$ cat src/hdl/mem_access_pkg.sv
// shared types for the memory access unit
// one-beat I/O bus transfers only, so blks is always zero
`default_nettype none

package mem_access_pkg;

  // AXI style size codes as log2 of the byte count
  localparam logic [2:0] SIZE_B    = 3'b000;
  localparam logic [2:0] SIZE_H    = 3'b001;
  localparam logic [2:0] SIZE_W    = 3'b010;
  localparam logic [2:0] SIZE_D    = 3'b011;
  localparam logic [2:0] SIZE_LINE = 3'b110; // 64 byte line

  typedef struct packed {
    logic [63:0] addr;
    logic [63:0] wdata; // right-aligned
    logic [2:0]  bytes; // byte count minus one
    logic        op;    // 0 read, 1 write
  } cpu_req_t;

  // whole line for the cache, low doubleword for the uncached path
  typedef union packed {
    logic [511:0]      line;
    logic [7:0][63:0]  dw;
  } io_word_t;

  typedef struct packed {
    logic        op;
    logic [63:0] addr;
    logic [2:0]  size;
    logic [7:0]  blks;
    io_word_t    wdata;
  } io_req_t;

  // unsupported counts fall back to a single byte
  function automatic logic [2:0] size_of_bytes(input logic [2:0] bytes);
    case (bytes)
      3'd0:    return SIZE_B;
      3'd1:    return SIZE_H;
      3'd3:    return SIZE_W;
      3'd7:    return SIZE_D;
      default: return SIZE_B;
    endcase
  endfunction

endpackage

`default_nettype wire
$ cat src/hdl/uncached_access.sv
// one core request becomes one single-beat I/O bus transfer
// one request at a time; a request held high right after ack waits a cycle
`timescale 1ns/1ps
`default_nettype none

module uncached_access (
  input  wire                       clk,
  input  wire                       rst,
  input  wire                       i_req,
  input  wire mem_access_pkg::cpu_req_t i_cpu_req,
  input  wire                       i_io_ready,
  input  wire mem_access_pkg::io_word_t i_io_rdata,
  output logic [63:0]               o_rdata,
  output logic                      o_ack,
  output logic                      o_io_valid,
  output mem_access_pkg::io_req_t   o_io_req
);

  logic hs;    // bus handshake
  logic start; // new request while the bus is idle

  assign hs    = o_io_valid && i_io_ready;
  assign start = i_req && !o_ack && !o_io_valid;

  // valid and ack sequencing
  always_ff @(posedge clk) begin
    if (rst) begin
      o_io_valid <= 1'b0;
      o_ack      <= 1'b0;
    end else begin
      o_ack <= 1'b0; // ack is a single pulse
      if (start) begin
        o_io_valid <= 1'b1;
      end else if (hs) begin
        o_io_valid <= 1'b0;
        o_ack      <= 1'b1;
      end
    end
  end

  // request fields are loaded once and held through any stall
  always_ff @(posedge clk) begin
    if (start) begin
      o_io_req.op         <= i_cpu_req.op;
      o_io_req.addr       <= i_cpu_req.addr;
      o_io_req.size       <= mem_access_pkg::size_of_bytes(i_cpu_req.bytes);
      o_io_req.blks       <= 8'd0;
      o_io_req.wdata.line <= 512'(i_cpu_req.wdata); // low doubleword only
    end
    if (hs) begin
      o_rdata <= i_io_rdata.dw[0]; // slave returns data right-aligned
    end
  end

endmodule

`default_nettype wire

$ cat config.mk
export PLATFORM = sky130hd
export DESIGN_NAME = uncached_access
export DESIGN_NICKNAME = d
export VERILOG_FILES = /design/src/hdl/mem_access_pkg.sv /design/src/hdl/uncached_access.sv
export SDC_FILE = /design/constraint.sdc
export NUM_CORES = 1
export LEC_CHECK = 0
export BUFFER_PORTS_ARGS = -buffer_cell sky130_fd_sc_hd__buf_2
export CORE_AREA = 2 2 508 510
export CTS_CLUSTER_DIAMETER = 120
export DETAILED_ROUTE_END_ITERATION = 8
export DIE_AREA = 0 0 510 512
export PLACE_DENSITY = 0.3
export REMOVE_ABC_BUFFERS = 1
export SLEW_MARGIN = 25
export SYNTH_ARGS = -nofsm -noshare
export SYNTH_HDL_FRONTEND = slang
export SYNTH_SLANG_ARGS = --single-unit
$ cat constraint.sdc
create_clock -name clk -period 9.23 [get_ports clk]
set_input_delay 1.846 -clock clk [delete_from_list [all_inputs] [get_ports clk]]
set_output_delay 1.846 -clock clk [all_outputs]
set_load 0.005 [all_outputs]
==> run_results.csv <==
group,metric,value,unit
status,status,"finished, final reports clean",
synthesis,syn_avg_cell_area,14.2,sq um
cells_and_area,syn_to_final_growth,56.9,%
synthesis,ys_ff_latch,197,
routing,wl_met2,36900,um
synthesis,yosysSeqAreaShare,62.8,%
routing,via_count,5637,
critical_path,worstPathArrival,1.30,ns
global_route,grtUsageTotal,5.35,%
clock_tree,numCtsBuffers,25,
synthesis,ys_types,10,
floorplan,rows,186,
sta,rsz0062_at_grt,"false",
floorplan,fp.dieH,512,um
sta,period_share,34.1,%
place,dp.cells,4444,
global_route,grt_pass1_wl,80300,um
floorplan,io_pins,1302,
synthesis,synth_top_area_share,62.3,%
clock_tree,cts_root_buf,"clkbuf_16",
clock_tree,h-tree-depth,4,
floorplan,die_area,0.261,sq mm
cells_and_area,regArea,0.00590,sq mm
routing,drt-wirelength-per-cell,16.2,um
routing,ant_nets,0,
synthesis,synthTopCellsByArea,"edfxtp_1 (62%), buf_4 (37%), dfxtp_1 (0.43%)",
clock_tree,ctsResizeCount,0,
synthesis,yosysTopAreaCell,"edfxtp_1",
sta,finalHoldViolations,0,
routing,top_layer,"met4",
clock_tree,ctsLongestPathBuffers,3,
cells_and_area,drive_above_1_share,39.3,%
cells_and_area,fin_util,5.76,%
place,post_dp_cell_area,0.0139,sq mm
routing,firstDrtPassIters,4,
global_route,grt_max_degree,133,
critical_path,required,7.38,ns
synthesis,synth_area,0.00939,sq mm
sta,skew,0.0266,ns
cells_and_area,stdcell_area,0.0147,sq mm
floorplan,die_width,510,um
routing,dr_wl_met3,10300,um
clock_tree,clkTransAtPathRegs,0.07,ns
sta,tightest_slew,1.00,ns
place,portBuffers,396,
sta,fin_crit,3.15,ns
place,place_hpwl,65800,um
global_route,grt_antenna_before_repair,134,
routing,vias_per_cell,1.25,
routing,wl_met1,23000,um
critical_path,crit_path_start_kind,"flip-flop",
flow_run,max_cap_violations,0,
synthesis,yosys_warnings,0,
floorplan,fp.coreArea,0.256,sq mm
clock_tree,post-cts-setup-buffers,0,
critical_path,critPathKind,"reg -> out",
global_route,gr-total-overflow,0,
sta,slew_headroom,33.2,%
cells_and_area,fin_cells,4511,
cells_and_area,multi_input_comb_area,0.00179,sq mm
clock_tree,cts_tree,"done",
sta,fin_tns_setup,0,ns
power,powerDensity,156,mW/mm^2
place,dp_slack,5.75,ns
cells_and_area,nNetsFinal,1736,
power,p_leak,0.00530,uW
critical_path,crit_buf_inv,1,
sta,setup-violations-final,0,
worst_hold_path,hold_class,"reg -> reg",
routing,drtIter0Drc,154,
cells_and_area,nFillCells,30106,
floorplan,start_util,3.67,%
routing,drc,0,
critical_path,critPathTopFamily,"flip-flops",
sta,finalMaxSlewViolations,0,
critical_path,path_cells,"buf_2",
clock_tree,clock-sinks,197,
clock_tree,insertion_delay,0.57,ns
sta,setup_slack,6.08,ns
critical_path,slowest_delay,0.43,ns
sta,max_freq,0.317,GHz
place,gp_congestion,0.644,
critical_path,cp_max_fo,4,
synthesis,synth_cells,663,
routing,routed_wl,72900,um
critical_path,critPathCaptureType,"output pin",
clock_tree,cts_hold_buf,0,
global_route,grt_pass1_vias,4531,
critical_path,cpMaxStageDelayCell,"dfxtp_1",
power,ir_drop,0.125,mV
[state kept, by name (all words and copies together), names as in the netlist]
register / flops
o_rdata: 64
o_ack: 1
o_io_req: 131
o_io_valid: 1
[cells in the mapped netlist]
library cell	count
dfxtp_1	2
edfxtp_1	195
and2_2	1
and2_1	2
conb_1	1
o21ba_1	1
buf_4	457
nor3b_2	1
xnor2_1	1
nor2b_1	2
[power breakdown]
group / switching [uW] / internal, uW
clock: 448 / 543
combinational: 184 / 62.6
sequential: 11.8 / 1040
[logic make-up (layout without fill, tap and decap cells)]
family          count (synthesis)  after routing  synth area share (%)
flops                         197            197                  62.8
compound gates                  1              1                 0.107
xor+xnor                        1              1                0.0933
buf+inv                       457            432                  36.5
simple gates                    6              6                 0.479
other cells                     1            490                0.0399
[per-layer routing]
metal	track usage, %	vias to the layer above
li1	-	2169
met1	4.79	2424
met2	9.90	805
met3	3.26	239
met4	1.51	0
met5	0	-
[worst paths after layout]
kind / slack [ns] / start / cells past startpoint / endpoint
max reg2reg: 7.41 / o_io_valid / 3 / o_rdata[59]
max: 6.08 / o_io_valid / 1 / o_io_valid
min: 0.71 / o_io_valid / 2 / o_io_valid
min reg2reg: 0.71 / o_io_valid / 2 / o_io_valid
[metrics by stage]
step | power [uW] | hold WS [ns]
after global routing | 2440 | 0.749
after CTS | 2390 | 0.716
after global placement | 1330 | 0.685
after floorplan | 1150 | 0.631
final | 2290 | 0.706
after detailed placement | 1330 | 0.705
[layout make-up]
cell class              instances  share of cell area [%]
clock inverters                 7                   0.552
multi-input cells             465                    12.1
repair buffers                399                    13.8
diodes                         33                   0.560
well taps                    3384                    28.7
flip-flops and latches        197                    40.0
clock buffers                  26                    4.27
[layout by cell type (no fill, tap or decap)]
cell type  count
o21ba_1        1
clkinv_1       3
diode_2       33
clkbuf_1       1
buf_4          1
bufinv_16      2
xnor2_1        1
clkbuf_16     25
nor3b_4        1
conb_1       457
buf_2        396
and2_4         1
clkinv_2       2
and2_1         2
buf_12         2
edfxtp_1     195
nor2b_1        2
dfxtp_1        2
(Power assumes the default switching activity.)
