[config.mk]
export PLATFORM = sky130hd
export DESIGN_NAME = access_router
export DESIGN_NICKNAME = d
export VERILOG_FILES = /design/src/hdl/mem_access_pkg.sv /design/src/hdl/access_router.sv
export SDC_FILE = /design/constraint.sdc
export NUM_CORES = 1
export LEC_CHECK = 0
export ABC_AREA = 1
export BUFFER_PORTS_ARGS = -buffer_cell sky130_fd_sc_hd__buf_4
export CAP_MARGIN = 5
export CORE_AREA = 2 2 182 184
export CTS_BUF_LIST = sky130_fd_sc_hd__clkbuf_4 sky130_fd_sc_hd__clkbuf_8 sky130_fd_sc_hd__clkbuf_16
export DETAILED_ROUTE_END_ITERATION = 8
export DIE_AREA = 0 0 184 186
export PLACE_DENSITY_LB_ADDON = 0.15
export SYNTH_ARGS = -nofsm -noshare
export SYNTH_HDL_FRONTEND = slang
export SYNTH_SLANG_ARGS = --single-unit
[constraint.sdc]
create_clock -name clk -period 2.8 [get_ports clk]
set_input_delay 0.56 -clock clk [delete_from_list [all_inputs] [get_ports clk]]
set_output_delay 0.56 -clock clk [all_outputs]
set_load 0.03 [all_outputs]
[src/hdl/mem_access_pkg.sv]
// shared types for the memory access unit
// one-beat I/O bus transfers only, so blks is always zero
`default_nettype none

package mem_access_pkg;

  // AXI style size codes as log2 of the byte count
  localparam logic [2:0] SIZE_B    = 3'b000;
  localparam logic [2:0] SIZE_H    = 3'b001;
  localparam logic [2:0] SIZE_W    = 3'b010;
  localparam logic [2:0] SIZE_D    = 3'b011;
  localparam logic [2:0] SIZE_LINE = 3'b110; // 64 byte line

  typedef struct packed {
    logic [63:0] addr;
    logic [63:0] wdata; // right-aligned
    logic [2:0]  bytes; // byte count minus one
    logic        op;    // 0 read, 1 write
  } cpu_req_t;

  // whole line for the cache, low doubleword for the uncached path
  typedef union packed {
    logic [511:0]      line;
    logic [7:0][63:0]  dw;
  } io_word_t;

  typedef struct packed {
    logic        op;
    logic [63:0] addr;
    logic [2:0]  size;
    logic [7:0]  blks;
    io_word_t    wdata;
  } io_req_t;

  // unsupported counts fall back to a single byte
  function automatic logic [2:0] size_of_bytes(input logic [2:0] bytes);
    case (bytes)
      3'd0:    return SIZE_B;
      3'd1:    return SIZE_H;
      3'd3:    return SIZE_W;
      3'd7:    return SIZE_D;
      default: return SIZE_B;
    endcase
  endfunction

endpackage

`default_nettype wire
[src/hdl/access_router.sv]
// splits requests by address at UNCACHED_BASE and merges the responses
// the route stays fixed from the start of a request until its ack
`timescale 1ns/1ps
`default_nettype none

module access_router #(
  parameter logic [63:0] UNCACHED_BASE = 64'h0000_0000_8000_0000
) (
  input  wire                       clk,
  input  wire                       rst,
  input  wire                       i_req,
  input  wire mem_access_pkg::cpu_req_t i_cpu_req,
  input  wire                       i_cache_ack,
  input  wire [63:0]                i_cache_rdata,
  input  wire                       i_unc_ack,
  input  wire [63:0]                i_unc_rdata,
  output logic                      o_cache_req,
  output logic                      o_unc_req,
  output mem_access_pkg::cpu_req_t  o_cpu_req,
  output logic                      o_ack,
  output logic [63:0]               o_rdata
);

  logic busy_q;  // request outstanding
  logic route_q; // 1 when the latched path is uncached
  logic route_unc;

  assign route_unc = busy_q ? route_q : (i_cpu_req.addr >= UNCACHED_BASE);

  assign o_cache_req = i_req && !route_unc;
  assign o_unc_req   = i_req && route_unc;
  assign o_cpu_req   = i_cpu_req; // both paths see the same fields
  assign o_ack       = route_unc ? i_unc_ack : i_cache_ack;
  assign o_rdata     = route_unc ? i_unc_rdata : i_cache_rdata;

  always_ff @(posedge clk) begin
    if (rst) begin
      busy_q  <= 1'b0;
      route_q <= 1'b0;
    end else if (o_ack) begin
      busy_q <= 1'b0;
    end else if (i_req && !busy_q) begin
      busy_q  <= 1'b1;
      route_q <= route_unc;
    end
  end

endmodule

`default_nettype wire

==> results.yml, run 1 <==
run_status:
  outcome: "finished clean"
power:
  leakage_nw: 2.04
  p_int_mw: 0.563
  power_switching_mw: 0.471
  switching_share_pct: 45.6
  pwr-share-seq_pct: 3.1
  powerDensity_nw_per_um2: 282
  combPwrFrac_pct: 76.3
  peakVddDrop_mv: 0.0888
  clkPwrFrac_pct: 20.7
floorplan:
  core_um2: 32200
  num_rows: 66
  die_w_um: 184
  die_y_um: 186
  start_util_pct: 6.59
  die_area_um2: 34200
  ios: 464
flow_run:
  cap_violations: 0
clocking:
  cts_buffers: 3
  cts_tree: "yes"
  ctsHtreeMaxLevel: 1
  post-cts-setup-buffers: 0
  post_cts_resized: 0
  clockRootBuffer: "clkbuf_16"
  cts.path.max_buffers: 2
  clock_latency_ps: 220
  postCtsHoldBufs: 0
  clk_pin_slew_ps: 30
  cts_sinks: 2
timing:
  fmax_ghz: 0.379
  hold_violations: 0
  finalSetupViolations: 0
  rsz0062_at_grt: "false"
  finalCritPeriodShare_pct: 94.3
  worst_pin_slew_ps: 305
  finClkSkew_ps: 0.849
  holdWs_ps: 461
  min_period_ps: 2640
  fin_setup_tns_ps: 0
  relSlewSlack_pct: 79.6
  final_max_slew_viol_count: 0
detailed_routing:
  drtAntennaViolNets: 0
  vias_per_cell: 2.73
  detailroute.via_count: 2546
  drt_iter0_drc: 32
  drc_errors: 0
  dr.pass1.iters: 4
  wl_per_cell_um: 11.0
  wl_um: 10200
global_route:
  grt_use_total_pct: 5.00
  grt_overflow: 0
  grt_pass1_wl_um: 13200
  grt_pass1_vias: 2433
  antenna_found_initial: 0
  grt_max_degree: 66
logic_synthesis:
  synth_fp_nets: 661
  netlist_area_um2: 2120
  synthDistinctLibCells: 13
  syn_inst: 396
  yosys_warnings: 0
  ys_seq_area_share_pct: 1.89
  synth-seq-cells: 2
  synth_area_leader_cell: "buf_4"
  synth.top_cell.area_share_pct: 46.7
  synth_area_leaders: "buf_4, nand2_1, buf_6"
  avgSynthCellArea_um2: 5.36
worst_setup_path:
  crit_required_ps: 2240
  cp-end-kind: "primary output"
  cp-start-kind: "input pin"
  ff2ff_path_depth: 11
  cp.arrival_ps: 2080
  crit_fanout: 24
  crit_type: "in2out"
placement:
  place.gp.congestion: 0.652
  place_hpwl_um: 8380
  portBuffers: 265
min_path:
  hp-class: "reg2reg"
  holdPathStages: 2
cells_and_area:
  n_antenna_cell: 0
  final_layout_size_suffix_gt1_share_pct: 52.9
  nFillCells: 3817
  final_nets: 791
  layout_common_cells: "buf_4, nand2_1, nor2_1"
  fin_util_pct: 11.4
  final_common_cell: "buf_4"
  area_growth_pct: 72.8
==> layer usage <==
metal,track usage (%),vias to the layer above,part of all wire (%)
met5,0,-,0
met1,4.81,1031,34
met4,2.40,0,3.2
met3,1.88,36,11
met2,9.37,177,52
li1,-,1302,-
==> Yosys cell counts <==
library cell / n
buf_4: 132
clkbuf_1: 1
o21bai_4: 1
dfxtp_1: 2
a21oi_1: 1
buf_6: 11
nand2_1: 208
nand3_1: 3
nor2_1: 26
inv_2: 2
buf_2: 2
a211oi_1: 1
inv_1: 6
==> state kept, by name, summed over array words and instances (netlist names) <==
register / cells
route_q: 1
busy_q: 1
==> final timing paths <==
kind / startpoint / to / slack, ps
worst max register to register: busy_q / route_q / 1140
worst max-delay path: i_cpu_req[106] / o_ack / 160
worst min register to register: route_q / route_q / 460
worst min-delay path: route_q / route_q / 460
==> power groups by stage <==
stage                     clock (mW)  combinational [mW]  sequential, mW
final                          0.214               0.789          0.0319
after global routing           0.219               0.850          0.0321
after CTS                      0.217               0.792          0.0319
after detailed placement           0               0.791          0.0322
after global placement             0               0.799          0.0324
after floorplan                    0               0.692          0.0320
==> metrics by stage <==
step | cells | total power, mW | setup WS (ps) | cell area [µm²]
after floorplan | 396 | 0.724 | 468 | 2120
after global placement | 926 | 0.832 | 137 | 3550
after detailed placement | 926 | 0.824 | 97.6 | 3550
after CTS | 929 | 1.04 | 121 | 3630
after global routing | 932 | 1.10 | 25.7 | 3670
final | 932 | 1.03 | 160 | 3670
==> cell families (layout without fill, tap and decap cells) <==
family                 count (synthesis)  in the layout  synth area share (%)
AND/OR/NAND/NOR                      237            237                  42.1
buffers and inverters                154            282                  54.6
AO/OA/AOI/OAI                          3              3                  1.47
flip-flops                             2              2                  1.89
==> worst max-delay path, stage by stage <==
cell      delay [ps]
buf_4            110
nor2_1           100
nand2_1           60
nor2_1           180
nand3_1          150
o21bai_4         240
buf_4            160
buf_12           150
nand2_1          110
nand2_1           90
buf_4            170
==> layout make-up <==
type                    instances  area, µm²  area share, %
well taps                     408        510           13.9
multi-input cells             240        925           25.2
repair buffers                271       2090           56.9
clock buffers                   3       75.1           2.05
inverters                       8       30.0          0.818
flip-flops and latches          2       40.0           1.09
No activity file was read; power rests on OpenSTA's default activity.
==> run 2: changes to the inputs <==
--- a/config.mk
+++ b/config.mk
@@ -10,8 +10,10 @@
 export CAP_MARGIN = 5
 export CORE_AREA = 2 2 182 184
 export CTS_BUF_LIST = sky130_fd_sc_hd__clkbuf_4 sky130_fd_sc_hd__clkbuf_8 sky130_fd_sc_hd__clkbuf_16
+export CTS_CLUSTER_SIZE = 8
 export DETAILED_ROUTE_END_ITERATION = 8
 export DIE_AREA = 0 0 184 186
+export MAX_ROUTING_LAYER = met4
 export PLACE_DENSITY_LB_ADDON = 0.15
 export SYNTH_ARGS = -nofsm -noshare
 export SYNTH_HDL_FRONTEND = slang
==> results.yml, run 2 (synthesis gave the netlist of run 1 again) <==
cells_and_area:
  final_nets: 791
  area_growth_pct: 72.8
  fin_util_pct: 11.4
  largest_registers: "busy_q: 1 flops, route_q: 1 flops"
  n_antenna_cell: 0
  layout_common_cells: "buf_4, nand2_1, nor2_1"
  final_layout_size_suffix_gt1_share_pct: 52.9
  final_common_cell: "buf_4"
timing:
  worst_pin_slew_ps: 309
  rsz0062_at_grt: "false"
  relSlewSlack_pct: 79.4
  fin_setup_tns_ps: 0
  min_period_ps: 2640
  fmax_ghz: 0.379
  setup_ws_ps: 161
  hold_violations: 0
  finClkSkew_ps: 0.849
  finalSetupViolations: 0
  final_max_slew_viol_count: 0
  finalCritPeriodShare_pct: 94.3
placement:
  portBuffers: 265
  place.gp.congestion: 0.658
  place_hpwl_um: 8380
  dpl_worst_slack_ps: 97.6
worst_setup_path:
  path_cells: "buf_4 > nor2_1 > nand2_1 > nor2_1 > nand3_1 > o21bai_4 > buf_4 > buf_12 > nand2_1 > nand2_1 > buf_4"
  crit_required_ps: 2240
  critPathTopFamily: "simple AND/OR/NAND/NOR gates"
  cp-start-kind: "input pin"
  crit_fanout: 24
  crit_buf_inv: 4
  cp_slowest_cell: "o21bai_4"
  cp_slowest_stage_delay_ps: 240
  crit_type: "in2out"
  cp.arrival_ps: 2080
  cp-end-kind: "primary output"
clocking:
  cts_buffers: 3
  cts_tree: "yes"
  clock_latency_ps: 220
  clockRootBuffer: "clkbuf_16"
  cts.path.max_buffers: 2
  post-cts-setup-buffers: 0
  cts_sinks: 2
  ctsHtreeMaxLevel: 1
  post_cts_resized: 0
  postCtsHoldBufs: 0
  clk_pin_slew_ps: 30
global_route:
  grt_busiest_layer: "met2"
  grt_overflow: 0
  grt_util_met2_pct: 9.37
  grt_use_met3_pct: 1.70
  grt_use_total_pct: 5.14
  grt_pass1_vias: 2436
  grt_pass1_wl_um: 13200
  use_met1_pct: 4.92
  grt_max_degree: 66
  antenna_found_initial: 0
floorplan:
  start_util_pct: 6.59
  num_rows: 66
  core_um2: 32200
  die_area_um2: 34200
  die_w_um: 184
  die_y_um: 186
  ios: 464
detailed_routing:
  vias_per_cell: 2.73
  dr.pass1.iters: 4
  drtAntennaViolNets: 0
  detailroute.via_count: 2549
  drc_errors: 0
  drt_iter0_drc: 24
  wl_per_cell_um: 10.9
  wl_um: 10200
power:
  power_mw: 1.03
  power_switching_mw: 0.471
  pwr-share-seq_pct: 3.1
  switching_share_pct: 45.6
  clkPwrFrac_pct: 20.7
  leakage_nw: 2.04
  p_int_mw: 0.563
  combPwrFrac_pct: 76.3
  peakVddDrop_mv: 0.0888
  powerDensity_nw_per_um2: 282
run_status:
  outcome: "finished clean"
min_path:
  hp-class: "reg2reg"
flow_run:
  cap_violations: 0
## run 2: path summary, 6_finish.rpt
check	startpoint	end	slack (ps)	cells past startpoint
setup / recovery	i_cpu_req[106]	o_ack	160	11
hold / removal	route_q	route_q	460	2
setup reg to reg	busy_q	route_q	1150	11
hold reg to reg	route_q	route_q	460	2
## run 2: worst min-delay path: stages (launching register included)
cell and delay, ps:
dfxtp_1 300, nand2_1 60, a21oi_1 50
## run 2: cell type report
| type | count | area (µm²) |
|---|---|---|
| repair buffers | 271 | 2090 |
| fillers | 3817 | 28500 |
| flip-flops and latches | 2 | 40.0 |
| well taps | 408 | 510 |
| multi-input cells | 240 | 925 |
| inverters | 8 | 30.0 |
| clock buffers | 3 | 75.1 |
## run 2: stage by stage
stage               cell area, µm²  hold WS, ps  instances
finish                        3670          461        932
global route                  3670          498        932
CTS                           3630          463        929
detailed placement            3550          460        926
global placement              3550          471        926
floorplan                     2120          433        396
## run 2: power by group through the flow
stage	Clock, mW	Sequential (mW)	Combinational [mW]
after floorplan	0	0.0320	0.692
final	0.214	0.0319	0.789
after detailed placement	0	0.0322	0.791
after global placement	0	0.0324	0.799
after CTS	0.217	0.0319	0.792
after global routing	0.219	0.0321	0.849
## run 2: layer usage
layer  part of all wire (%)  routed length (µm)  up-vias
met5                      0                   0        -
met3                     11                1080       40
li1                       -                   -     1302
met4                    3.2                 322        0
met1                     35                3530     1033
met2                     52                5270      174
==> run 3: changes to the inputs <==
--- a/config.mk
+++ b/config.mk
@@ -5,14 +5,13 @@
 export SDC_FILE = /design/constraint.sdc
 export NUM_CORES = 1
 export LEC_CHECK = 0
-export ABC_AREA = 1
 export BUFFER_PORTS_ARGS = -buffer_cell sky130_fd_sc_hd__buf_4
 export CAP_MARGIN = 5
-export CORE_AREA = 2 2 182 184
+export CORE_AREA = 2 2 180 182
 export CTS_BUF_LIST = sky130_fd_sc_hd__clkbuf_4 sky130_fd_sc_hd__clkbuf_8 sky130_fd_sc_hd__clkbuf_16
 export CTS_CLUSTER_SIZE = 8
 export DETAILED_ROUTE_END_ITERATION = 8
-export DIE_AREA = 0 0 184 186
+export DIE_AREA = 0 0 182 184
 export MAX_ROUTING_LAYER = met4
 export PLACE_DENSITY_LB_ADDON = 0.15
 export SYNTH_ARGS = -nofsm -noshare
==> results.yml, run 3 <==
global_route:
  grt_overflow: 0
  grt_pass1_wl_um: 13400
  antenna_found_initial: 0
  grt_max_degree: 20
  grt_pass1_vias: 2305
  grt_use_total_pct: 5.42
logic_synthesis:
  yosys_warnings: 0
  ys_seq_area_share_pct: 2.01
  synth_area_leaders: "buf_4, mux2_2, mux2_1"
  syn_inst: 232
  synth-seq-cells: 2
  synth_fp_nets: 497
  yosysMostFrequentCell: "buf_4"
  synth.top_cell.area_share_pct: 51.3
  ys_async_sr_fraction_pct: 0
  netlist_area_um2: 1990
  avgSynthCellArea_um2: 8.58
  synth_edf_count: 0
  synth_area_leader_cell: "buf_4"
  ys.flop_type: "dfxtp_1"
  synthDistinctLibCells: 21
  synth_common_cells: "buf_4, mux2_2, mux2_1"
worst_setup_path:
  crit_buf_inv: 5
  path_cells: "buf_8 > nor4_4 > buf_4 > nand4_1 > o31ai_4 > buf_12 > buf_16 > mux2_2 > buf_6"
  crit_type: "in2out"
  cp_slowest_cell: "mux2_2"
  cp.arrival_ps: 2470
  crit_required_ps: 2240
  cp_slowest_stage_delay_ps: 370
  crit_fanout: 18
  cp-start-kind: "input pin"
  critPathTopFamily: "buffers and inverters"
  cp-end-kind: "primary output"
placement:
  dpl_worst_slack_ps: -453
  portBuffers: 265
  place.gp.congestion: 0.820
  place_hpwl_um: 9120
timing:
  min_period_ps: 3030
  fmax_ghz: 0.330
  holdWs_ps: 539
  setup_ws_ps: -228
  rsz0062_at_grt: "true"
  relSlewSlack_pct: 70.6
  finalCritPeriodShare_pct: 108
  worst_pin_slew_ps: 430
  hold_violations: 0
  finClkSkew_ps: 0.521
  finalSetupViolations: 64
  final_max_slew_viol_count: 0
cells_and_area:
  area_growth_pct: 102
  final_layout_size_suffix_gt1_share_pct: 90.9
  final_common_cell: "buf_4"
  layout_common_cells: "buf_4, buf_6, mux2_2"
  final_nets: 650
  n_antenna_cell: 0
  largest_registers: "busy_q: 1 flops, route_q: 1 flops"
flow_run:
  cap_violations: 0
floorplan:
  start_util_pct: 6.34
  ios: 464
  die_w_um: 182
  die_y_um: 184
  num_rows: 65
  core_um2: 31400
  die_area_um2: 33500
run_status:
  violations: "setup timing"
  outcome: "complete, but fails checks"
clocking:
  clockRootBuffer: "clkbuf_16"
  cts.path.max_buffers: 2
  clock_latency_ps: 220
  cts_tree: "yes"
  ctsHtreeMaxLevel: 1
  cts_buffers: 3
  clk_pin_slew_ps: 30
  cts_sinks: 2
detailed_routing:
  detailroute.via_count: 2149
  wl_per_cell_um: 13.1
  dr.pass1.iters: 3
  drt_iter0_drc: 25
  drtAntennaViolNets: 0
  wl_um: 10300
  drc_errors: 0
  vias_per_cell: 2.74
min_path:
  hp-class: "in2reg"
power:
  leakage_nw: 1.88
  peakVddDrop_mv: 0.108
  powerDensity_nw_per_um2: 262
-- run 3: cell types whose count changed in the layout (fill, tap and decap cells not counted), moves of 2 or more --
cell and change:
inv_1 -5, nor4_4 +2, mux2_1 +11, mux2_4 +26, buf_4 -25, nand3_1 -2
mux2_2 +27, nor4_1 +5, buf_6 +41, nor2_1 -21, inv_2 -2, nand2_1 -207
-- run 3: per-layer routing --
layer | share of wire (%) | wire length (µm) | track usage [%]
met1 | 30 | 3110 | 4.82
met2 | 55 | 5650 | 10.4
met3 | 10 | 1040 | 1.21
met4 | 4.6 | 467 | 3.42
met5 | 0 | 0 | -
-- run 3: kinds of logic after synthesis --
group	synth area share (%)
AOI/OAI and AO/OA	3.46
DFF	2.01
buffers and inverters	53.2
muxes	36.2
and+or+nand+nor	5.09
-- run 3: cell type report --
type                       instances  area (µm²)
clock buffer                       3        75.1
fill                            3607       27400
inverter                           1        3.75
multi-input combinational         90        1030
sequential                         2        40.0
tap                              402         503
timing repair buffer             287        2360
-- run 3: path summary, 6_finish.rpt --
path,from,end,slack (ps),depth (start not counted)
hold / removal,rst,busy_q,540,2
setup / recovery,i_cpu_req[115],o_rdata[24],-230,9
setup reg to reg,busy_q,busy_q,740,6
hold reg to reg,route_q,route_q,550,2
-- run 3: timing repair --
item,4_1_cts,5_1_grt
resized for setup,61,17
hold buffers,0,0
pin swaps,3,1
setup endpoints to repair,67,66
buffers inserted,3,2
-- run 3: power breakdown --
group          leakage, nW  switching [mW]  total, mW  internal, mW
clock network       0.0370          0.0334      0.215         0.182
logic                 1.83           0.381      0.804         0.423
registers           0.0165         0.00168     0.0324        0.0307
-- run 3: per-stage QoR --
| step | utilization, % | cell area [µm²] | setup TNS [ps] | power (mW) | cells |
|---|---|---|---|---|---|
| 6_report | 12.8 | 4010 | -11210 | 1.05 | 785 |
| 5_1_grt | 12.8 | 4010 | -16840 | 1.09 | 785 |
| 3_5_place_dp | 11.5 | 3610 | -26810 | 0.768 | 780 |
| 3_3_place_gp | 11.5 | 3610 | -28530 | 0.771 | 780 |
| 4_1_cts | 12.6 | 3940 | -13750 | 1.05 | 784 |
| 2_1_floorplan | - | 1990 | 0 | 0.679 | 232 |
