`src/hdl/mem_access_pkg.sv`:
```
// shared types for the memory access unit
// one-beat I/O bus transfers only, so blks is always zero
`default_nettype none

package mem_access_pkg;

  // AXI style size codes as log2 of the byte count
  localparam logic [2:0] SIZE_B    = 3'b000;
  localparam logic [2:0] SIZE_H    = 3'b001;
  localparam logic [2:0] SIZE_W    = 3'b010;
  localparam logic [2:0] SIZE_D    = 3'b011;
  localparam logic [2:0] SIZE_LINE = 3'b110; // 64 byte line

  typedef struct packed {
    logic [63:0] addr;
    logic [63:0] wdata; // right-aligned
    logic [2:0]  bytes; // byte count minus one
    logic        op;    // 0 read, 1 write
  } cpu_req_t;

  // whole line for the cache, low doubleword for the uncached path
  typedef union packed {
    logic [511:0]      line;
    logic [7:0][63:0]  dw;
  } io_word_t;

  typedef struct packed {
    logic        op;
    logic [63:0] addr;
    logic [2:0]  size;
    logic [7:0]  blks;
    io_word_t    wdata;
  } io_req_t;

  // unsupported counts fall back to a single byte
  function automatic logic [2:0] size_of_bytes(input logic [2:0] bytes);
    case (bytes)
      3'd0:    return SIZE_B;
      3'd1:    return SIZE_H;
      3'd3:    return SIZE_W;
      3'd7:    return SIZE_D;
      default: return SIZE_B;
    endcase
  endfunction

endpackage

`default_nettype wire
```
`src/hdl/io_bus_arbiter.sv`:
```
// fixed priority, cache first; grant held from first valid to handshake
`timescale 1ns/1ps
`default_nettype none

module io_bus_arbiter (
  input  wire                        clk,
  input  wire                        rst,
  input  wire                        i_cache_valid,
  input  wire mem_access_pkg::io_req_t i_cache_req,
  input  wire                        i_unc_valid,
  input  wire mem_access_pkg::io_req_t i_unc_req,
  input  wire                        i_io_ready,
  output logic                       o_cache_ready,
  output logic                       o_unc_ready,
  output logic                       o_io_valid,
  output mem_access_pkg::io_req_t    o_io_req
);

  logic lock_q;  // grant held
  logic owner_q; // 1 when the uncached path holds the lock
  logic sel_unc;
  logic hs;

  // free bus goes to the cache when it asks
  assign sel_unc = lock_q ? owner_q : !i_cache_valid;

  assign o_io_valid    = sel_unc ? i_unc_valid : i_cache_valid;
  assign o_io_req      = sel_unc ? i_unc_req : i_cache_req;
  assign o_cache_ready = !sel_unc && i_io_ready;
  assign o_unc_ready   = sel_unc && i_io_ready;
  assign hs            = o_io_valid && i_io_ready;

  always_ff @(posedge clk) begin
    if (rst) begin
      lock_q  <= 1'b0;
      owner_q <= 1'b0;
    end else if (hs) begin
      lock_q <= 1'b0; // release after the handshake
    end else if (o_io_valid && !lock_q) begin
      lock_q  <= 1'b1;
      owner_q <= sel_unc;
    end
  end

endmodule

`default_nettype wire

```
`config.mk`:
```
export PLATFORM = sky130hd
export DESIGN_NAME = io_bus_arbiter
export DESIGN_NICKNAME = d
export VERILOG_FILES = /design/src/hdl/mem_access_pkg.sv /design/src/hdl/io_bus_arbiter.sv
export SDC_FILE = /design/constraint.sdc
export NUM_CORES = 1
export LEC_CHECK = 0
export BUFFER_PORTS_ARGS = -buffer_cell sky130_fd_sc_hd__buf_2
export CAP_MARGIN = 25
export CORE_AREA = 4 4 691 693
export CTS_CLUSTER_SIZE = 20
export DETAILED_ROUTE_END_ITERATION = 8
export DIE_AREA = 0 0 695 697
export GPL_TIMING_DRIVEN = 0
export HOLD_SLACK_MARGIN = 0.03
export PLACE_DENSITY = 0.3
export SLEW_MARGIN = 20
export SYNTH_ARGS = -nofsm -noshare
export SYNTH_HDL_FRONTEND = slang
export SYNTH_SLANG_ARGS = --single-unit
```
`constraint.sdc`:
```
create_clock -name clk -period 2.5 [get_ports clk]
set_input_delay 0.5 -clock clk [delete_from_list [all_inputs] [get_ports clk]]
set_output_delay 0.5 -clock clk [all_outputs]
set_load 0.02 [all_outputs]
```
==> flow_metrics.py, run 1 <==
metrics = {
    "setup_path": {
        "path_buf_inv": 6,
        "critPathCaptureType": "output pin",
        "r2r-end": "owner_q$_SDFFE_PP0P_",
        "r2r_slack_ps": 1500,
        "cp_max_fo": 8,
        "rr_startpoint": "lock_q$_SDFFE_PP0P_",
        "slowest_stage": "dfxtp_4",
        "worstPathArrival_ps": 2290,
        "cp-start-kind": "flip-flop",
        "path_class": "reg -> out",
        "path_delay_family": "buffers and inverters",
        "cp_cell_sequence": "mux2i_4 -> clkbuf_16 -> buf_16 -> buf_16 -> buf_12 -> buf_12 -> mux2_1 -> buf_2",
        "crit_required_ps": 2000,
        "cpPeakStageDelay_ps": 350,
        "r2r_cells": 4,
    },
    "die": {
        "dieArea_um2": 484000,
        "die_h_um": 697,
        "die_x_um": 695,
        "pin_count": 1772,
        "initial_core_util_pct": 1.51,
        "num_rows": 252,
        "core-area_um2": 471000,
    },
    "route": {
        "drc": 0,
        "viasPerCell": 2.00,
        "drt-pass1-iter-count": 5,
        "antenna_left": 1,
        "wl_per_cell_um": 44.3,
        "postRouteWirelength_um": 393000,
        "num_vias": 17800,
        "drt-initial-drc-count": 994,
    },
    "yosys": {
        "synth_edf_count": 0,
        "ys_seq_area_share_pct": 0.562,
        "netlist.area_leader.share_pct": 77.4,
        "synth-simple-area-share_pct": 0.298,
        "synth_commonest_cells": "490 x mux2_2, 98 x mux2_1, 54 x buf_2, 10 x buf_6, 4 x nor2_1",
        "synth_compound_area_share_pct": 0.369,
        "syn_inst": 668,
        "synth_nets": 1849,
        "synthAdderAreaFrac_pct": 0,
        "synthArstFlopShare_pct": 0,
        "synth.area.mux_share_pct": 93.2,
        "synth_top_family_by_area": "multiplexers",
        "synth.area.top_cells": "mux2_2 77%, mux2_1 15%, buf_2 3.8%",
        "ys.flop_type": "dfxtp_1",
        "postSynthAreaPerCell_um2": 10.7,
        "ys_types": 13,
        "synth_most_common_cell": "mux2_2",
        "synthXorXnorAreaFrac_pct": 0,
        "yosysWarnings": 0,
        "synth_area_um2": 7130,
        "yosys.area.top_type": "mux2_2",
        "ys_seq_elements": 2,
    },
    "cells_and_area": {
        "nets": 3680,
        "drive_gt1_share_pct": 96.9,
        "syn_to_final_growth_pct": 289,
        "multi_input_area_um2": 7070,
        "fillers": 55900,
        "regArea_um2": 43.8,
    },
    "clock_tree": {
        "cts_root_buffer": "clkbuf_16",
        "cts_tree": "built",
        "hold_buffers": 0,
        "cts_buffers": 3,
        "clkTransAtPathRegs_ps": 30,
        "clock_latency_ps": 220,
        "cts_buffer_depth": 2,
        "clock_sinks": 2,
        "htreeDepth": 1,
    },
    "global_route": {
        "grt_pass1_wl_um": 426000,
        "grt_overflow_total": 0,
        "grt_util_all_layers_pct": 15.5,
        "antenna_found_initial": 570,
        "grt_max_degree": 11,
        "grt_pass1_vias": 15400,
    },
    "hold_path": {
        "hold_depth": 2,
        "worstHoldEndpoint": "lock_q$_SDFFE_PP0P_",
        "min-delay-path-class": "in -> reg",
        "hp-start": "rst",
    },
    "sta": {
        "fin_tns_setup_ps": -87730,
        "min_period_over_period_pct": 111,
        "drv_slew": 0,
        "tightest_slew_ps": 562,
        "slew_headroom_pct": 62.8,
        "finalSetupViolations": 587,
        "min_period_ps": 2790,
        "max_freq_mhz": 359,
        "fin_skew_ps": 1.49,
        "rsz0062_at_grt": "true",
        "fin_ws_ps": -286,
        "finalHoldViolations": 0,
    },
    "place": {
        "place_congestion": 1.10,
        "dp_hpwl_um": 378000,
        "port-buffer-count": 1771,
    },
    "pwr": {
        "power_frac_seq_pct": 0.4,
        "leakage_nw": 11.4,
        "pwr_density_cell_nw_per_um2": 318,
        "power_mw": 8.80,
        "p_int_mw": 3.42,
        "netSwitchingFraction_pct": 61.1,
        "pwr-share-comb_pct": 96.8,
        "ir_drop_v": 0.000160,
        "p_clk_share_pct": 2.7,
        "switchingPower_mw": 5.38,
    },
    "run": {
        "cap_violations": 0,
    },
    "run_status": {
        "violations": "antenna rules, setup timing",
        "status": "complete, but fails checks",
    },
}
[layout by cell type (no fill, tap or decap), types with 2 or more instances in the layout]
| master | count |
|---|---|
| clkbuf_16 | 10 |
| diode_2 | 144 |
| a21oi_1 | 2 |
| buf_2 | 1518 |
| buf_6 | 145 |
| mux2_4 | 98 |
| buf_16 | 17 |
| buf_12 | 58 |
| clkbuf_4 | 16 |
| mux2_1 | 67 |
| nor2_1 | 3 |
| buf_4 | 99 |
| mux2_2 | 423 |
| buf_8 | 31 |
[through the flow]
| stage | hold WS (ps) | utilization, % | setup WS (ps) | cells | area (µm²) |
|---|---|---|---|---|---|
| 2_1_floorplan | 512 | - | 302 | 668 | 7130 |
| 3_3_place_gp | 535 | 5.05 | -2860 | 8662 | 23800 |
| 3_5_place_dp | 579 | 5.06 | -1390 | 8663 | 23800 |
| 4_1_cts | 450 | 5.51 | -365 | 8700 | 25900 |
| 5_1_grt | 458 | 5.85 | -368 | 8787 | 27500 |
| 6_report | 450 | 5.89 | -286 | 8864 | 27700 |
[worst reg2reg max path, delay by kind of cell, from the launching register on]
family / cells / cell delay, ps
flops: 1 / 340
simple gates: 1 / 140
compound gates: 2 / 290
buf+inv: 1 / 140
[final cells by class]
class | instances | share of cell area, %
flip-flops and latches | 2 | 0.158
diodes | 144 | 1.30
inverters | 2 | 0.0271
plain buffers | 65 | 3.75
clock buffers | 3 | 0.271
repair buffers | 1826 | 40.9
well taps | 6223 | 28.1
multi-input cells | 599 | 25.5
[power groups by stage]
stage	clock network (mW)	registers, mW	logic (mW)
2_1_floorplan	0	0.0365	2.64
3_3_place_gp	0	0.0370	7.52
3_5_place_dp	0	0.0380	7.52
4_1_cts	0.245	0.0369	8.31
5_1_grt	0.249	0.0371	9.11
6_report	0.242	0.0369	8.52
[registers in the layout (all words and copies together), names as in the netlist]
signal / flops
lock_q: 1
owner_q: 1
[how the worst max path moves through the flow]
stage                   startpoint       endpoint  cells past startpoint
4_1_cts        lock_q$_SDFFE_PP0P_  o_io_req[519]                      8
3_5_place_dp         i_cache_valid  o_io_req[579]                      9
3_3_place_gp         i_cache_valid  o_io_req[579]                      8
2_1_floorplan        i_cache_valid  o_io_req[489]                      6
5_1_grt        lock_q$_SDFFE_PP0P_  o_io_req[572]                      8
6_report       lock_q$_SDFFE_PP0P_  o_io_req[572]                      8
[layer usage]
layer	up-vias	track usage [%]	part of all wire [%]
met2	2262	24.9	44
met1	7771	14.5	31
met5	-	0	0.44
li1	6399	-	-
met4	250	3.62	3.9
met3	1076	14.1	21
[cells by family (layout without fill, tap and decap cells)]
group / count (synthesis) / in the layout
and+or+nand+nor: 5 / 5
DFF: 2 / 2
muxes: 590 / 590
buffers and inverters: 67 / 1896
other: 0 / 144
AOI/OAI and AO/OA: 4 / 4
[timing repair]
action | 4_1_cts | 5_1_grt
buffers inserted | 25 | 17
endpoints found under the setup margin | 590 | 590
cloned | 9 | 6
resized for setup | 441 | 432
Power figures use the tool's default switching activity.
==> inputs of run 2 (changes only) <==
CORE_AREA = 2 2 689 691   (was 4 4 691 693)
DIE_AREA = 0 0 691 693   (was 0 0 695 697)
RECOVER_POWER = 50   (was unset)
TNS_END_PERCENT = 20   (was unset)
==> run 2 against run 1 <==
The flow finishes with violations (setup timing). Sequential share of layout area hardly changed. Final area fell by 5.8%. Largest cell class unchanged. Clock-buffer cell count stayed put. Flip-flop and latch count unchanged. Final cell count about the same. Largest power group unchanged. Hold slack got worse by 1.4 ps. Via count grew 0.32%. Non-clock buffer count is 33 lower. Core utilization is 0.36 points lower. Routed wire length increased by 2.6%. Critical path type unchanged. First-iteration DRC count is 11% higher.
==> flow_metrics.py, run 2 (same netlist as run 1, synthesis figures left out) <==
metrics = {
    "pwr": {
        "power_mw": 8.68,
        "pwr_density_cell_nw_per_um2": 333,
        "ir_drop_v": 0.000164,
        "leakage_nw": 10.5,
    },
    "sta": {
        "min_period_ps": 2790,
        "fin_ws_ps": -294,
        "tightest_slew_ps": 602,
        "slew_headroom_pct": 60.2,
        "rsz0062_at_grt": "true",
        "fin_skew_ps": 3.36,
        "finalSetupViolations": 590,
        "max_freq_mhz": 358,
        "finalHoldViolations": 0,
        "whs_ps": 449,
        "drv_slew": 0,
        "min_period_over_period_pct": 112,
    },
    "clock_tree": {
        "cts_tree": "built",
        "cts_buffers": 3,
        "hold_buffers": 0,
        "htreeDepth": 1,
        "cts_root_buffer": "clkbuf_16",
        "clock_sinks": 2,
        "clkTransAtPathRegs_ps": 30,
        "clock_latency_ps": 220,
        "cts_buffer_depth": 2,
    },
    "setup_path": {
        "crit_start": "lock_q$_SDFFE_PP0P_",
        "crit_required_ps": 2000,
        "critPathCaptureType": "output pin",
        "r2r_slack_ps": 1520,
        "worstPathArrival_ps": 2290,
        "path_class": "reg -> out",
        "cp-start-kind": "flip-flop",
        "r2r-end": "owner_q$_SDFFE_PP0P_",
        "r2r_cells": 4,
        "cp-endpoint": "o_io_req[566]",
        "rr_startpoint": "lock_q$_SDFFE_PP0P_",
        "cp_max_fo": 10,
    },
    "route": {
        "wl_per_cell_um": 45.5,
        "viasPerCell": 2.01,
        "num_vias": 17800,
        "postRouteWirelength_um": 403000,
        "drt-pass1-iter-count": 5,
        "antenna_left": 0,
        "drt-initial-drc-count": 1102,
        "drc": 0,
    },
    "cells_and_area": {
        "syn_to_final_growth_pct": 266,
        "final_cell_mix": "1592 x buf_2, 470 x mux2_2, 114 x buf_4",
        "top_regs": "lock_q (1), owner_q (1)",
        "drive_gt1_share_pct": 96.6,
        "nets": 3647,
        "mostFrequentLayoutCell": "buf_2",
    },
    "place": {
        "place_congestion": 1.16,
        "port-buffer-count": 1771,
        "dp_hpwl_um": 392000,
    },
    "die": {
        "dieArea_um2": 479000,
        "initial_core_util_pct": 1.51,
        "pin_count": 1772,
        "core-area_um2": 472000,
        "die_h_um": 693,
        "num_rows": 253,
        "die_x_um": 691,
    },
    "global_route": {
        "grt_max_degree": 11,
        "grt_overflow_total": 0,
        "grt_pass1_vias": 15000,
        "antenna_found_initial": 555,
        "grt_pass1_wl_um": 435000,
        "grt_util_all_layers_pct": 16.1,
    },
    "run": {
        "cap_violations": 0,
    },
    "run_status": {
        "status": "complete, but fails checks",
        "violations": "setup timing",
    },
    "hold_path": {
        "min-delay-path-class": "in -> reg",
    },
}
[run 2: cell types whose count changed in the layout (fill, tap and decap cells not counted), moves of 6 or more]
cell and change:
buf_6 -62, buf_2 +74, clkbuf_4 +6, mux2_2 +47, buf_8 -21, buf_12 -34
buf_16 -8, mux2_4 -52, buf_4 +15
[run 2: worst max-delay path: stages, from the launching register on]
cell	delay [ps]
dfxtp_4	350
mux2i_4	240
buf_12	190
buf_16	190
buf_16	190
buf_8	180
mux2_1	370
buf_4	210
[run 2: worst min-delay path by stage]
stage               cells after the start                    to                  from
floorplan                               2  owner_q$_SDFFE_PP0P_  owner_q$_SDFFE_PP0P_
global placement                        2  owner_q$_SDFFE_PP0P_  owner_q$_SDFFE_PP0P_
detailed placement                      2  owner_q$_SDFFE_PP0P_  owner_q$_SDFFE_PP0P_
CTS                                     2   lock_q$_SDFFE_PP0P_                   rst
global route                            2  owner_q$_SDFFE_PP0P_                   rst
finish                                  2   lock_q$_SDFFE_PP0P_                   rst
[run 2: layout make-up]
class,instances,area [µm²]
multi-input cells,599,6880
repair buffers,1794,10000
flip-flops and latches,2,43.8
well taps,6247,7820
plain buffers,64,871
clock buffers,3,75.1
inverters,2,7.51
fillers,56300,446000
diodes,148,370
[run 2: routing by layer]
| layer | track usage (%) | up-vias | wire [µm] |
|---|---|---|---|
| met3 | 16.3 | 1022 | 87400 |
| met4 | 3.24 | 224 | 14100 |
| met2 | 24.9 | 2374 | 170000 |
| met1 | 15.1 | 7860 | 130000 |
| li1 | - | 6335 | - |
| met5 | 0 | - | 1810 |
[run 2: timing repair]
item,CTS,global route
setup endpoints to repair,590,590
gates cloned,2,4
setup buffers,14,3
endpoints found under the hold margin,0,0
pin swaps,1,0
gates resized for setup,293,214
[run 2: stage by stage]
step | instances | cell area (µm²) | worst slack (ps) | utilization [%] | setup TNS, ps
after floorplan | 668 | 7130 | 302 | - | 0
after global placement | 8686 | 23800 | -3230 | 5.04 | -1548940
after detailed placement | 8687 | 23800 | -1390 | 5.05 | -470170
after CTS | 8705 | 25100 | -332 | 5.31 | -138310
after global routing | 8766 | 25900 | -322 | 5.48 | -132040
final | 8859 | 26100 | -294 | 5.52 | -90870
[run 2: power by group]
group          leakage (nW)  total, mW  switching (mW)  internal [mW]
clock network        0.0379      0.240          0.0368          0.203
registers            0.0171     0.0370         0.00290         0.0341
logic                  10.5       8.40            5.68           2.72
total                  10.5       8.68            5.72           2.95
==> inputs of run 3 (changes only) <==
TNS_END_PERCENT = 10   (was 20)
==> run 3 against run 2 <==
The flow finishes with violations (antenna rules, setup timing). Global-route usage hardly changed. Non-clock buffer count shrank 7. First-iteration DRC count rose by 6.4%. Routed wire length decreased by 0.11%. Hold slack barely moved. Clock power is essentially flat. Final area rose by 3.1%. Clock-buffer cell count unchanged. Via count rose by 0.67%. Highest routed layer unchanged.
==> flow_metrics.py, run 3 (same netlist as run 1, synthesis figures left out) <==
metrics = {
    "sta": {
        "drv_slew": 0,
        "min_period_ps": 2780,
        "finalHoldViolations": 0,
        "finalSetupViolations": 590,
        "whs_ps": 449,
        "max_freq_mhz": 359,
        "fin_ws_ps": -282,
        "min_period_over_period_pct": 111,
        "rsz0062_at_grt": "true",
        "tightest_slew_ps": 540,
        "fin_tns_setup_ps": -93720,
        "slew_headroom_pct": 64.2,
        "fin_skew_ps": 3.32,
    },
    "pwr": {
        "leakage_nw": 10.8,
        "power_frac_seq_pct": 0.4,
        "p_clk_share_pct": 2.7,
        "pwr_density_cell_nw_per_um2": 331,
        "p_int_mw": 3.17,
        "netSwitchingFraction_pct": 64.4,
        "ir_drop_v": 0.000165,
        "switchingPower_mw": 5.74,
        "power_mw": 8.91,
        "pwr-share-comb_pct": 96.9,
    },
    "clock_tree": {
        "clock_sinks": 2,
        "clkTransAtPathRegs_ps": 30,
        "clock_latency_ps": 220,
        "cts_root_buffer": "clkbuf_16",
        "htreeDepth": 1,
        "cts_buffer_depth": 2,
        "cts_tree": "built",
        "cts_buffers": 3,
    },
    "global_route": {
        "antenna_found_initial": 556,
        "grt_util_met1_pct": 15.1,
        "grt_max_degree": 11,
        "grt_pass1_vias": 15000,
        "met2_usage_pct": 24.8,
        "gr-usage-met3_pct": 16.4,
        "grt_overflow_total": 0,
        "grt_util_all_layers_pct": 16.1,
        "busiest_layer": "met2",
        "grt_pass1_wl_um": 435000,
    },
    "cells_and_area": {
        "instances_no_fill": 8912,
        "final_cell_mix": "1524 x buf_2, 467 x mux2_2, 120 x buf_6",
        "design_area_um2": 26900,
        "mostFrequentLayoutCell": "buf_2",
        "nets": 3640,
        "top_regs": "lock_q (1), owner_q (1)",
        "syn_to_final_growth_pct": 277,
        "drive_gt1_share_pct": 97.3,
        "utilization_pct": 5.69,
    },
    "die": {
        "die_x_um": 691,
        "pin_count": 1772,
        "dieArea_um2": 479000,
        "num_rows": 253,
        "core-area_um2": 472000,
        "die_h_um": 693,
        "initial_core_util_pct": 1.51,
    },
    "setup_path": {
        "cp-start-kind": "flip-flop",
        "cp_max_fo": 10,
        "worstPathArrival_ps": 2280,
        "rr_startpoint": "lock_q$_SDFFE_PP0P_",
        "path_class": "reg -> out",
        "r2r_slack_ps": 1520,
        "crit_start": "lock_q$_SDFFE_PP0P_",
        "crit_required_ps": 2000,
        "critPathCaptureType": "output pin",
    },
    "route": {
        "drt-initial-drc-count": 1173,
        "antenna_left": 7,
        "postRouteWirelength_um": 403000,
        "wl_per_cell_um": 45.2,
        "viasPerCell": 2.01,
        "drt-pass1-iter-count": 5,
        "num_vias": 17900,
        "drc": 0,
    },
    "hold_path": {
        "min-delay-path-class": "in -> reg",
        "hp-start": "rst",
    },
    "run_status": {
        "violations": "antenna rules, setup timing",
        "status": "complete, but fails checks",
    },
    "run": {
        "cap_violations": 0,
    },
    "place": {
        "place_congestion": 1.16,
        "place_inst": 8687,
        "placed_area_um2": 23800,
        "port-buffer-count": 1771,
        "pre_cts_ws_ps": -1390,
        "dp_hpwl_um": 392000,
    },
}
[run 3: cell count changes in the layout (fill, tap and decap cells not counted), sizes merged]
| cell | change |
|---|---|
| diode | +60 |
| buf | -27 |
| clkbuf | +20 |
[run 3: what timing repair did]
item | 4_1_cts | 5_1_grt
hold buffers | 0 | 0
pin swaps | 1 | 0
setup endpoints to repair | 590 | 590
cloned | 1 | 2
setup buffers | 7 | 5
gates resized for setup | 309 | 472
[run 3: per-layer routing]
metal	up-vias	part of all wire (%)	wire [µm]
met5	-	0.72	2920
met4	244	3.5	14100
met3	1094	22	87100
met2	2396	42	170000
met1	7807	32	129000
li1	6394	-	-
[run 3: worst paths after layout]
path                                to  depth (start not counted)
hold / removal     lock_q$_SDFFE_PP0P_                          2
setup reg to reg  owner_q$_SDFFE_PP0P_                          4
hold reg to reg   owner_q$_SDFFE_PP0P_                          2
setup / recovery         o_io_req[502]                          8
[run 3: power by group through the flow]
stage                     sequential (mW)  combinational (mW)  clock [mW]
after detailed placement           0.0379                8.00           0
final                              0.0370                8.63       0.240
after CTS                          0.0370                8.42       0.246
after global placement             0.0371                7.99           0
after floorplan                    0.0365                2.64           0
after global routing               0.0372                9.17       0.250
[run 3: critical path: stages (launching register included)]
cell	delay, ps
dfxtp_4	350
mux2i_4	250
buf_12	200
buf_16	180
buf_12	140
buf_16	160
buf_12	160
mux2_1	330
buf_2	160
[run 3: final cells by class]
type,count,area (µm²)
diodes,208,520
plain buffers,64,953
clock buffers,3,75.1
fillers,56200,445000
inverters,2,7.51
multi-input cells,599,6950
flip-flops and latches,2,43.8
well taps,6247,7820
repair buffers,1787,10500
